--- src/logic/dino_pkg.sv ---
`default_nettype none

package dino_pkg;

    // Screen geometry in pixels
    localparam int GROUND_Y      = 350;
    localparam int DINO_X        = 160;
    localparam int DINO_W        = 34;
    localparam int DINO_H        = 40;
    localparam int DUCK_W        = 48;
    localparam int DUCK_H        = 38;
    localparam int DUCK_TOP_TRIM = 12;  // Hitbox top drops while ducking
    localparam int CACTUS_S_W    = 14;
    localparam int CACTUS_S_H    = 30;
    localparam int CACTUS_B_W    = 20;
    localparam int CACTUS_B_H    = 40;
    localparam int PTERO_W       = 36;
    localparam int PTERO_H       = 34;
    localparam int PTERO_LIFT    = 30;  // Flight height above ground

    // Per-frame physics
    localparam int JUMP_VEL      = 18;
    localparam int GRAVITY       = 1;
    localparam int FAST_FALL     = 3;

    localparam int SCREEN_W      = 640;
    localparam int SPAWN_X       = 640;
    localparam int START_X       = 630;
    localparam int RETIRE_X      = -40;
    localparam int MIN_GAP       = 300;
    localparam int OBS_SLOTS     = 3;
    localparam int SPEED_DEFAULT = 4;

    // Wishbone register map
    localparam logic [2:0] REG_SPEED  = 3'd0;
    localparam logic [2:0] REG_STATE  = 3'd1;
    localparam logic [2:0] REG_DINO_Y = 3'd2;
    localparam logic [2:0] REG_SCORE  = 3'd3;
    localparam logic [2:0] REG_OBS0_X = 3'd4;

    typedef logic        [9:0]  coord_t;
    typedef logic signed [12:0] xpos_t;   // Wide enough to leave the screen
    typedef logic signed [9:0]  vel_t;
    typedef logic        [9:0]  score_t;
    typedef logic        [3:0]  speed_t;

    // The two upper codes both fly
    typedef enum logic [1:0] {SMALL, BIG, PTERO, PTERO2} obs_kind_t;

    typedef enum logic [2:0] {
        ST_MENU  = 3'd0,
        ST_RUN   = 3'd2,
        ST_PAUSE = 3'd3,
        ST_OVER  = 3'd4
    } game_state_t;

    typedef struct packed {
        logic        cyc;
        logic        stb;
        logic        we;
        logic [2:0]  adr;
        logic [15:0] dat;
    } wb_req_t;

    typedef struct packed {
        logic        ack;
        logic [15:0] dat;
    } wb_rsp_t;

    typedef struct packed {
        coord_t y;         // Top of the sprite box
        logic   ducking;
        logic   airborne;
    } dino_t;

    typedef struct packed {
        logic      active;
        obs_kind_t kind;
        xpos_t     x;
    } obs_slot_t;

    typedef obs_slot_t [OBS_SLOTS-1:0] obs_slots_t;

endpackage

`default_nettype wire
--- src/logic/dino_top.sv ---
`timescale 1ns/1ps
`default_nettype none

module dino_top import dino_pkg::*; (
    input  wire          pclk,
    input  wire          rst,
    input  wire          vsync,
    input  wire          jump,
    input  wire          duck,
    input  wire          start,
    input  wire          pause,
    input  wire wb_req_t wb_req,
    output wire wb_rsp_t wb_rsp,
    output wire          game_over
);

    game_state_t state;
    speed_t      speed;
    dino_t       dino;
    obs_slots_t  slots;
    score_t      score;
    logic        frame_run;  // One clock per running frame
    logic        restart;
    logic        hit;

    dino_regs u_regs (
        .pclk   (pclk),
        .rst    (rst),
        .req    (wb_req),
        .rsp    (wb_rsp),
        .state  (state),
        .dino   (dino),
        .score  (score),
        .obs0_x (slots[0].x),
        .speed  (speed)
    );

    game_fsm u_fsm (
        .pclk      (pclk),
        .rst       (rst),
        .vsync     (vsync),
        .start     (start),
        .pause     (pause),
        .hit       (hit),
        .state     (state),
        .frame_run (frame_run),
        .restart   (restart),
        .game_over (game_over)
    );

    dino_motion u_motion (
        .pclk      (pclk),
        .rst       (rst),
        .frame_run (frame_run),
        .restart   (restart),
        .jump      (jump),
        .duck      (duck),
        .dino      (dino)
    );

    obstacle_field u_field (
        .pclk      (pclk),
        .rst       (rst),
        .frame_run (frame_run),
        .restart   (restart),
        .speed     (speed),
        .slots     (slots),
        .score     (score)
    );

    collision_check u_hit (
        .dino  (dino),
        .slots (slots),
        .hit   (hit)
    );

endmodule

`default_nettype wire

--- src/logic/collision_check.sv ---
`timescale 1ns/1ps
`default_nettype none

module collision_check import dino_pkg::*; (
    input  wire dino_t      dino,
    input  wire obs_slots_t slots,
    output logic            hit
);

    xpos_t       dino_right;  // First column past the box
    logic [10:0] box_top;
    logic [10:0] box_bot;
    xpos_t       obs_w;
    logic        y_hit;

    assign dino_right = xpos_t'(DINO_X) + (dino.ducking ? xpos_t'(DUCK_W) : xpos_t'(DINO_W));
    assign box_top    = {1'b0, dino.y} + (dino.ducking ? 11'(DUCK_TOP_TRIM) : 11'd0);
    assign box_bot    = {1'b0, dino.y} + (dino.ducking ? 11'(DUCK_H) : 11'(DINO_H));

    always_comb begin
        hit   = 1'b0;
        obs_w = '0;
        y_hit = 1'b0;
        for (int i = 0; i < OBS_SLOTS; i++) begin
            case (slots[i].kind)
                SMALL: begin
                    obs_w = xpos_t'(CACTUS_S_W);
                    y_hit = box_bot > 11'(GROUND_Y - CACTUS_S_H);
                end
                BIG: begin
                    obs_w = xpos_t'(CACTUS_B_W);
                    y_hit = box_bot > 11'(GROUND_Y - CACTUS_B_H);
                end
                PTERO, PTERO2: begin
                    // Flying band, a crouched box passes under it
                    obs_w = xpos_t'(PTERO_W);
                    y_hit = (box_bot > 11'(GROUND_Y - PTERO_H - PTERO_LIFT)) &&
                            (box_top < 11'(GROUND_Y - PTERO_LIFT));
                end
                default: begin
                    obs_w = '0;
                    y_hit = 1'b0;
                end
            endcase
            if (slots[i].active && y_hit && (dino_right > slots[i].x) &&
                (xpos_t'(DINO_X) < slots[i].x + obs_w)) begin
                hit = 1'b1;
            end
        end
    end

endmodule

`default_nettype wire

--- src/logic/obstacle_field.sv ---
`timescale 1ns/1ps
`default_nettype none

module obstacle_field import dino_pkg::*; (
    input  wire         pclk,
    input  wire         rst,
    input  wire         frame_run,
    input  wire         restart,
    input  wire speed_t speed,
    output obs_slots_t  slots,
    output score_t      score
);

    logic [9:0] lfsr;
    logic [8:0] spawn_off;  // Extra gap before the next spawn
    logic [1:0] last_idx;   // Most recently spawned slot
    logic [1:0] next_idx;
    xpos_t      step;
    xpos_t      spawn_lim;
    logic       spawn;
    obs_slots_t slots_n;
    score_t     score_n;

    function automatic obs_slots_t slots_init();
        obs_slots_t s;
        s           = '0;
        s[0].active = 1'b1;
        s[0].kind   = SMALL;
        s[0].x      = xpos_t'(START_X);
        return s;
    endfunction

    assign next_idx  = (last_idx == 2'(OBS_SLOTS - 1)) ? 2'd0 : last_idx + 2'd1;
    assign step      = xpos_t'({9'd0, speed}) + xpos_t'({7'd0, score[9:4]});  // Speeds up with score
    assign spawn_lim = xpos_t'(SCREEN_W - MIN_GAP) - xpos_t'({4'd0, spawn_off});
    assign spawn     = (slots[last_idx].x < spawn_lim) && !slots[next_idx].active;

    // Free running, x^10 + x^7 + 1
    always_ff @(posedge pclk or posedge rst) begin
        if (rst) begin
            lfsr <= 10'h001;
        end else begin
            lfsr <= {lfsr[8:0], lfsr[9] ^ lfsr[6]};
        end
    end

    always_comb begin
        slots_n = slots;
        score_n = score;
        for (int i = 0; i < OBS_SLOTS; i++) begin
            slots_n[i].x = slots[i].x - step;
            if (slots[i].active && slots[i].x < xpos_t'(RETIRE_X)) begin
                slots_n[i].active = 1'b0;  // Off the left edge
                score_n           = score_n + score_t'(1);
            end
        end
        if (spawn) begin
            slots_n[next_idx].active = 1'b1;
            slots_n[next_idx].kind   = obs_kind_t'(lfsr[9:8]);
            slots_n[next_idx].x      = xpos_t'(SPAWN_X);
        end
    end

    always_ff @(posedge pclk or posedge rst) begin
        if (rst) begin
            slots     <= slots_init();
            score     <= '0;
            last_idx  <= 2'd0;
            spawn_off <= '0;
        end else if (restart) begin
            slots     <= slots_init();
            score     <= '0;
            last_idx  <= 2'd0;
            spawn_off <= '0;
        end else if (frame_run) begin
            slots <= slots_n;
            score <= score_n;
            if (spawn) begin
                last_idx  <= next_idx;
                spawn_off <= lfsr[8:0];
            end
        end
    end

endmodule

`default_nettype wire

--- src/logic/dino_motion.sv ---
`timescale 1ns/1ps
`default_nettype none

module dino_motion import dino_pkg::*; (
    input  wire   pclk,
    input  wire   rst,
    input  wire   frame_run,
    input  wire   restart,
    input  wire   jump,
    input  wire   duck,
    output dino_t dino
);

    vel_t               vel;       // Negative is upward
    logic               on_ground;
    logic signed [11:0] air_y;     // Height after one frame of flight

    assign on_ground = dino.y >= coord_t'(GROUND_Y - DINO_H);
    assign air_y     = $signed({2'b00, dino.y}) + vel;

    always_ff @(posedge pclk or posedge rst) begin
        if (rst) begin
            dino <= '{y: coord_t'(GROUND_Y - DINO_H), ducking: 1'b0, airborne: 1'b0};
            vel  <= '0;
        end else if (restart) begin
            dino <= '{y: coord_t'(GROUND_Y - DINO_H), ducking: 1'b0, airborne: 1'b0};
            vel  <= '0;
        end else if (frame_run) begin
            if (on_ground) begin
                if (jump) begin
                    vel           <= -vel_t'(JUMP_VEL);
                    dino.y        <= dino.y - coord_t'(JUMP_VEL);
                    dino.ducking  <= 1'b0;
                    dino.airborne <= 1'b1;
                end else if (duck) begin
                    vel           <= '0;
                    dino.y        <= coord_t'(GROUND_Y - DUCK_H);  // Crouched sprite sits lower
                    dino.ducking  <= 1'b1;
                    dino.airborne <= 1'b0;
                end else begin
                    vel           <= '0;
                    dino.y        <= coord_t'(GROUND_Y - DINO_H);
                    dino.ducking  <= 1'b0;
                    dino.airborne <= 1'b0;
                end
            end else if (air_y >= $signed(12'(GROUND_Y - DINO_H))) begin
                // Landing clamp
                vel           <= '0;
                dino.y        <= coord_t'(GROUND_Y - DINO_H);
                dino.ducking  <= 1'b0;
                dino.airborne <= 1'b0;
            end else begin
                dino.y <= coord_t'(air_y);
                vel    <= vel + (duck ? vel_t'(FAST_FALL) : vel_t'(GRAVITY));  // Duck falls fast
            end
        end
    end

    // Clamp keeps the box above the ground for any mix of inputs
    a_y_floor: assert property (@(posedge pclk) disable iff (rst)
        dino.y <= coord_t'(GROUND_Y - DUCK_H));

endmodule

`default_nettype wire

--- src/logic/game_fsm.sv ---
`timescale 1ns/1ps
`default_nettype none

module game_fsm import dino_pkg::*; (
    input  wire         pclk,
    input  wire         rst,
    input  wire         vsync,
    input  wire         start,
    input  wire         pause,
    input  wire         hit,
    output game_state_t state,
    output logic        frame_run,
    output logic        restart,
    output logic        game_over
);

    logic vsync_q;
    logic pause_q;
    logic pause_rise;

    assign pause_rise = pause && !pause_q;
    assign restart    = (state == ST_MENU) && start;  // Same edge as the move to run
    assign game_over  = (state == ST_OVER);

    always_ff @(posedge pclk or posedge rst) begin
        if (rst) begin
            vsync_q   <= 1'b0;
            pause_q   <= 1'b0;
            frame_run <= 1'b0;
            state     <= ST_MENU;
        end else begin
            vsync_q   <= vsync;
            pause_q   <= pause;
            frame_run <= vsync && !vsync_q && (state == ST_RUN);  // One tick per frame
            case (state)
                ST_MENU:  if (start) state <= ST_RUN;
                ST_RUN: begin
                    if (pause_rise) state <= ST_PAUSE;  // Pause beats a hit
                    else if (hit)   state <= ST_OVER;
                end
                ST_PAUSE: if (pause_rise) state <= ST_RUN;
                ST_OVER:  if (start) state <= ST_MENU;
                default:  state <= ST_MENU;
            endcase
        end
    end

    a_state_legal: assert property (@(posedge pclk) disable iff (rst)
        state inside {ST_MENU, ST_RUN, ST_PAUSE, ST_OVER});

endmodule

`default_nettype wire

--- src/logic/dino_regs.sv ---
`timescale 1ns/1ps
`default_nettype none

module dino_regs import dino_pkg::*; (
    input  wire              pclk,
    input  wire              rst,
    input  wire wb_req_t     req,
    output wb_rsp_t          rsp,
    input  wire game_state_t state,
    input  wire dino_t       dino,
    input  wire score_t      score,
    input  wire xpos_t       obs0_x,
    output speed_t           speed
);

    logic        ack;
    logic [15:0] rd_dat;
    logic        req_seen;
    logic [15:0] status;

    assign req_seen = req.cyc && req.stb && !ack;  // Skips the cycle right after an ack

    // Read-back mux
    always_comb begin
        case (req.adr)
            REG_SPEED:  status = {12'd0, speed};
            REG_STATE:  status = {11'd0, dino.ducking, dino.airborne, state};
            REG_DINO_Y: status = {6'd0, dino.y};
            REG_SCORE:  status = {6'd0, score};
            REG_OBS0_X: status = {{3{obs0_x[12]}}, obs0_x};  // Sign extended
            default:    status = 16'd0;
        endcase
    end

    always_ff @(posedge pclk or posedge rst) begin
        if (rst) begin
            ack   <= 1'b0;
            speed <= speed_t'(SPEED_DEFAULT);
        end else begin
            ack <= req_seen;
            if (req_seen && req.we && req.adr == REG_SPEED) begin
                speed <= req.dat[3:0];  // Upper bits dropped
            end
        end
    end

    always_ff @(posedge pclk) begin
        if (req_seen && !req.we) begin
            rd_dat <= status;
        end
    end

    assign rsp = '{ack: ack, dat: rd_dat};

    // Ack answers a cycle the master drove on the previous clock
    a_ack_live: assert property (@(posedge pclk) disable iff (rst)
        ack |-> $past(req.cyc && req.stb));

    a_ack_single: assert property (@(posedge pclk) disable iff (rst)
        ack |=> !ack);

endmodule

`default_nettype wire

--- config.mk ---
export PLATFORM = sky130hd
export DESIGN_NAME = dino_top
export DESIGN_NICKNAME = d
export VERILOG_FILES = /design/src/logic/dino_pkg.sv /design/src/logic/dino_top.sv /design/src/logic/collision_check.sv /design/src/logic/obstacle_field.sv /design/src/logic/dino_motion.sv /design/src/logic/game_fsm.sv /design/src/logic/dino_regs.sv
export SDC_FILE = /design/constraint.sdc
export NUM_CORES = 1
export LEC_CHECK = 0
export BUFFER_PORTS_ARGS = -buffer_cell sky130_fd_sc_hd__clkbuf_2
export CELL_PAD_IN_SITES_DETAIL_PLACEMENT = 1
export CELL_PAD_IN_SITES_GLOBAL_PLACEMENT = 2
export CORE_AREA = 2 2 196 141
export DETAILED_ROUTE_END_ITERATION = 7
export DIE_AREA = 0 0 198 143
export MAX_ROUTING_LAYER = met4
export PLACE_DENSITY = 0.86
export SYNTH_ARGS = -nofsm -noshare
export SYNTH_HDL_FRONTEND = slang
export SYNTH_SLANG_ARGS = --single-unit
export TNS_END_PERCENT = 20
--- constraint.sdc ---
create_clock -name pclk -period 7.5 [get_ports pclk]
set_clock_uncertainty 0.15 [all_clocks]
set_input_delay 1.875 -clock pclk [delete_from_list [all_inputs] [get_ports pclk]]
set_output_delay 1.875 -clock pclk [all_outputs]
set_load 0.02 [all_outputs]
After elaboration in Yosys (flattened, before gate mapping). Cells that the tools add are included.

Output and inout port bits: 18. Bits in registers: 128. Logic and storage cells: 189. Bits of input ports: 29.

Bitwise logic cells: 1. Mux-type cells: 63. Add/subtract/negate cells: 18. $lt $le $gt $ge: 19. Equal/unequal tests: 21. Reductions and logical operators: 43.

Operators by type and width (count): 48-bit bitwise mux (3); 48-bit 2-to-1 mux (3); 13-bit one-hot mux with 3 select lines (3); 10-bit 2-to-1 mux (11); 16-bit demux with 2-bit select (3); 16-bit one-hot mux with 5 select lines (1); 16-bit binary-select mux with 2-bit select (2); 12-bit 2-to-1 mux (4); 13-bit adder (3); 13-bit greater-than comparator (3); 13-bit by 7-bit < comparator with 1-bit output, second input constant (3); 9-bit by 13-bit < comparator with 1-bit output, first input constant (3); 13-bit subtractor (3); 11-bit by 9-bit greater-than comparator with 1-bit output, second input constant (3); 16-bit 2-to-1 mux (2); 10-bit by 1-bit adder with 10-bit output, second input constant (3); 9-bit 2-to-1 mux (3); 13-bit 2-to-1 mux (2); 1-bit logical AND (24); 10-bit by 11-bit adder with 11-bit output (2); 15-bit 2-to-1 mux (1); 3-bit 2-to-1 mux (5); 2-bit equality test, second input constant (7); 9-bit by 13-bit adder with 13-bit output, first input constant (1); 35 further kinds (67).

Logic depth before layout (Yosys ltp).
Depth in word-level cells: 14. Mapped depth: 18. Gate-level depth less buffers: 16.

Hierarchy. Synthesis repeated with hierarchy kept, for this count alone.

Cell total of the unflattened synthesis: 1245. Area, all modules: 10945.5 um2.

By module, submodules not included: obstacle_field (instances 1, seq. area each 1986.9 um2, area an instance 5759.3 um2, cells each 634); dino_motion (instances 1, seq. area each 556.8 um2, area an instance 2050.7 um2, cells each 240); collision_check (instances 1, seq. area each 0.0 um2, area an instance 1851.8 um2, cells each 276); dino_regs (instances 1, seq. area each 516.7 um2, area an instance 1029.7 um2, cells each 76); game_fsm (instances 1, seq. area each 150.1 um2, area an instance 254.0 um2, cells each 19).

Worst setup path after synthesis. No wires, ideal clock.

Path kind: input to register. Start: in start. End: reg u_field.spawn_off[0]. Required time: 7.229 ns. Data arrival time: 3.492 ns. Path slack: 3.737 ns. Library setup time: 0.121 ns. Stages: 5. Path buffers: 1. Path through: nor4b_1 -> nor2_1 -> and2_1 -> clkbuf_1 -> a22o_1.

Longest elaborated chain between the ends: 3. Elaborated cells on any way between the ends: 5. Classes of those cells: 1 x mux; 4 x reduce/logical.

Ends and longest elaborated chain: start, declared (line dino_top.sv:10) `input wire start,`; 1-bit logical AND (*) (line game_fsm.sv:22) `assign restart = (state == ST_MENU) && start;`; 2-bit nonzero test (no line); 2-bit AND reduction (no line); end signal, assigned (line obstacle_field.sv:80) `spawn_off <= lfsr[8:0];`; end, declared (line obstacle_field.sv:15) `logic [8:0] spawn_off;`.

Mark *: on every way between the ends. The rest lies on a longest branch, timed or not. A chain may end at the register's enable or synchronous reset.

Worst setup path in the final report.
Start: reg u_motion.dino[1] (netlist name). End: reg u_fsm.state[1].

Longest elaborated chain between the ends: 13. Elaborated cells on any way between the ends: 31. Classes of those cells: 3 x add/sub; 7 x order compare; 1 x eq/ne; 9 x mux; 11 x reduce/logical.

Ends and longest elaborated chain: 4-bit 2-to-1 mux (on tied branches) (line collision_check.sv:18, collision_check.sv:17); 10-bit by 11-bit adder with 11-bit output (on tied branches) (line collision_check.sv:18, collision_check.sv:17); 11-bit by 9-bit greater-than comparator with 1-bit output / 11-bit by 9-bit < comparator with 1-bit output (equally long branches) (line collision_check.sv:37, collision_check.sv:38); 1-bit logical AND (line collision_check.sv:37) `y_hit = (box_bot > 11'(GROUND_Y - PTERO_H - PTERO_LIFT)) &&`; 1-bit one-hot mux with 3 select lines (line collision_check.sv:25) `case (slots[i].kind)`; 1-bit logical AND (3 in a row) (line collision_check.sv:45) `if (slots[i].active && y_hit && (dino_right > slots[i].x) &&`; 1-bit 2-to-1 mux (2 in a row) (line collision_check.sv:45); 1-bit 2-to-1 mux (*) (line collision_check.sv:45); 3-bit by 2-bit != test with 1-bit output (no line) (*); 4-bit AND reduction (no line) (*); end signal, assigned (line game_fsm.sv:30) `state <= ST_MENU;`; end signal, assigned (line game_fsm.sv:36) `ST_MENU: if (start) state <= ST_RUN;`; end signal, assigned (line game_fsm.sv:38) `if (pause_rise) state <= ST_PAUSE;`; end, declared (line game_fsm.sv:11) `output game_state_t state,`.

Marked as above.

==> results by group <==
Critical path
  • Setup crit start: u_motion.dino[1]
  • CP bufs+invs: 1
  • Crit path depth: 11
  • Worst Path Max Fanout: 8
  • CP Capture Type: flip-flop
  • CP Class: flip-flop to flip-flop
  • R2r setup slk: 2.70 ns
  • CP top delay family: compound AO/OA/AOI/OAI gates
  • RR Startpoint: u_motion.dino[1]
  • Critical Path End: u_fsm.state[1]
  • Worst path max stage delay: 0.60 ns
  • Setup crit start kind: flip-flop
  • Critical Path AT: 5.00 ns
  • Critical path cell sequence: inv_1, fa_1, and2b_1, o21ai_0, or4_1, and2_1, o211ai_1, a221oi_1, a22oi_1, o221ai_1, a211oi_1
  • Critical Path Slowest Stage Cell: or4_1
  • Reg2reg end: u_fsm.state[1]
  • Reg2Reg Depth: 11
  • Critical Path RT: 7.70 ns

Yosys
  • EDFF count, synth: 13
  • Yosys reg bits: 125
  • Synth warnings: 0
  • Post-synthesis cell type count: 87
  • Synthesized Nets: 1336
  • Cell count after synthesis: 1221
  • Post-Syn Area: 10400 sq um
  • Seq/Total Area, Yosys: 30.8%
  • Main synth FF type: dfrtp_1
  • Syn Area/Cell: 8.54 sq um
  • Asr flop ratio synth: 89.6%

Drt
  • Detailed Route WL: 35.1 mm
  • Routed vias/inst: 6.03
  • Via count: 9617
  • DRC Markers: 0
  • First drt pass iteration count: 7
  • WL/cell: 22.0 um
  • Initial DRC count: 807
  • Detail Route Antenna Nets: 0

Global routing
  • Largest net degree at the start of global routing: 64
  • Grt ovf: 0
  • Met3 usage: 6.59%
  • First-pass GRT wire length: 56.2 mm
  • Overall Global Routing Usage: 26.9%
  • GR Layer Usage met1: 38.6%
  • Busiest grt layer: met1
  • Vias in the first global route: 9752
  • Initial antenna violation count: 0
  • Met2 Usage GRT: 37.8%

STA
  • WHS: 0.225 ns
  • Unrepaired setup endpoints after global routing: false
  • Min Tclk post-route: 4.80 ns
  • Hold Violations, Final: 0
  • Setup TNS: 0 ns
  • Endpoints failing setup: 0
  • Final Slew Violations: 0
  • Worst Tran Pin Value: 1.02 ns
  • Fmax: 208 MHz
  • Worst rel slew slack: 32.3%
  • Final Cycle Share: 64.1%

Clocking
  • Post-CTS resize count: 0
  • Postcts setup bufs: 0
  • Root Driver: clkbuf_16
  • Hold-fix buffers, CTS: 0
  • Clk pin slew, worst setup/hold paths: 0.06 ns
  • CTS tree: yes
  • Num CTS Buffers: 17
  • CTS Sinks: 125
  • Clock latency on the worst-skew pair: 0.45 ns
  • Htree depth: 4
  • Clock Tree Buf Depth: 2

Die
  • Starting Density: 39.6%
  • Die Y: 143 um
  • Die ar.: 28300 sq um
  • Top-level port count: 47
  • Core area: 26300 sq um
  • Row cnt: 50
  • Chip Width: 198 um

Power and ir drop
  • Sequential Power Share: 27.5%
  • Pwr dens: 449 nW/um^2
  • Clock share of power: 16.9%
  • Leak pwr: 4.97 nW
  • Peak VDD IR: 0.236 mV
  • Switch Pwr: 0.00257 W
  • Total power: 0.00515 W
  • P_int: 0.00259 W
  • Net Sw Frac: 49.8%
  • Logic pwr share: 55.6%

Layout
  • Area grow syn2layout: 9.99%
  • ANT cells: 0
  • Most common cell after layout, fill and taps aside: nand2_1
  • Layout cells sized above 1: 9.92%
  • Most frequent cells in the layout: 107 x nand2_1, 98 x dfrtp_1, 90 x o21ai_0, 88 x nor2_1, 79 x ha_1
  • # nets final: 1332
  • # fillers: 3131

Placed design
  • Port-buffer cells: 34
  • DP Wirelength: 26.3 mm
  • RePlAce Congestion: 0.885

Outcome
  • Status: finished, final reports clean

Hold path
  • Hold Crit Class: flip-flop to flip-flop

Run
  • Max Cap Violations: 0
[worst reg2reg max path: stages, from the launching register on]
cell	delay, ns
dfrtp_1	0.59
inv_1	0.31
fa_1	0.56
and2b_1	0.32
o21ai_0	0.18
or4_1	0.60
and2_1	0.18
o211ai_1	0.60
a221oi_1	0.35
a22oi_1	0.30
o221ai_1	0.30
a211oi_1	0.28
[worst min path at each step]
stage | startpoint | to | slack (ns) | depth (start not counted)
5_1_grt | u_field.lfsr[7] | u_field.lfsr[8] | 0.23 | 0
2_1_floorplan | u_field.lfsr[1] | u_field.lfsr[2] | 0.20 | 0
3_5_place_dp | u_field.lfsr[5] | u_field.lfsr[6] | 0.21 | 0
6_report | u_field.lfsr[5] | u_field.lfsr[6] | 0.22 | 0
3_3_place_gp | u_field.lfsr[5] | u_field.lfsr[6] | 0.21 | 0
4_1_cts | u_field.lfsr[5] | u_field.lfsr[6] | 0.23 | 0
[cell families (layout without fill, tap and decap cells)]
| group | Yosys count | count (layout) | share of synthesized area [%] |
|---|---|---|---|
| xor gates and xnor gates | 65 | 65 | 5.75 |
| muxes | 42 | 42 | 4.38 |
| and+or+nand+nor | 403 | 403 | 19.8 |
| buffers and inverters | 133 | 142 | 5.04 |
| DFF | 125 | 125 | 30.8 |
| adders and majority gates | 86 | 86 | 10.8 |
| AOI/OAI and AO/OA | 367 | 367 | 23.4 |
[metrics by stage]
step	cells	util [%]	area (sq um)	worst slack, ns
5_1_grt	1594	43.5	11500	2.50
4_1_cts	1594	43.5	11500	2.74
3_5_place_dp	1562	41.2	10900	2.77
2_1_floorplan	1221	-	10400	2.54
6_report	1594	43.5	11500	2.70
3_3_place_gp	1562	41.2	10900	2.77
[cell usage after synthesis (13+ instances only)]
cell | n | area [sq um]
inv_1 | 67 | 251
nand3_1 | 46 | 230
nor3_1 | 29 | 145
xnor2_1 | 29 | 254
mux2i_1 | 34 | 340
edfxtp_1 | 13 | 390
o211ai_1 | 23 | 173
o21ai_0 | 90 | 450
dfstp_2 | 14 | 368
ha_1 | 79 | 988
a211oi_1 | 13 | 97.6
clkbuf_1 | 50 | 188
a21oi_1 | 77 | 385
o22ai_1 | 18 | 113
a31oi_1 | 16 | 100
nor2b_1 | 26 | 163
nor2_1 | 89 | 334
nand2_1 | 107 | 402
a21o_1 | 18 | 135
and3_1 | 21 | 131
nand2b_1 | 18 | 113
dfrtp_1 | 98 | 2450
xor2_1 | 32 | 280
[power groups by stage]
| stage | Clock [W] | Combinational [W] | Sequential, W |
|---|---|---|---|
| floorplan | 0 | 0.00229 | 0.00108 |
| global placement | 0 | 0.00271 | 0.00140 |
| detailed placement | 0 | 0.00281 | 0.00141 |
| CTS | 0.000884 | 0.00284 | 0.00140 |
| global route | 0.000916 | 0.00321 | 0.00145 |
| finish | 0.000868 | 0.00286 | 0.00142 |
[area by class of cell]
cell class              instances  area (sq um)  area share [%]
clock buffers                  21           493            4.30
inverters                      68           258            2.25
flip-flops and latches        125          3210            28.0
clock inverters                11           111           0.971
repair buffers                 42           230            2.01
well taps                     364           455            3.97
multi-input cells             963          6710            58.5
[state kept, by name, summed over array words and instances, names as in the netlist]
name	cells
u_field.lfsr	10
u_fsm.frame_run	1
u_fsm.state	3
u_regs.rd_dat	13
u_regs.speed	4
u_field.score	10
u_motion.dino	12
u_field.slots	48
u_regs.ack	1
u_field.spawn_off	9
u_fsm.vsync_q	1
u_field.last_idx	2
u_motion.vel	10
u_fsm.pause_q	1
[metal layers]
layer	vias to the layer above	wire, um
met3	42	2540
met2	277	14500
met1	4834	17400
met5	-	0
li1	4464	-
met4	0	603
Power figures use the tool's default switching activity.
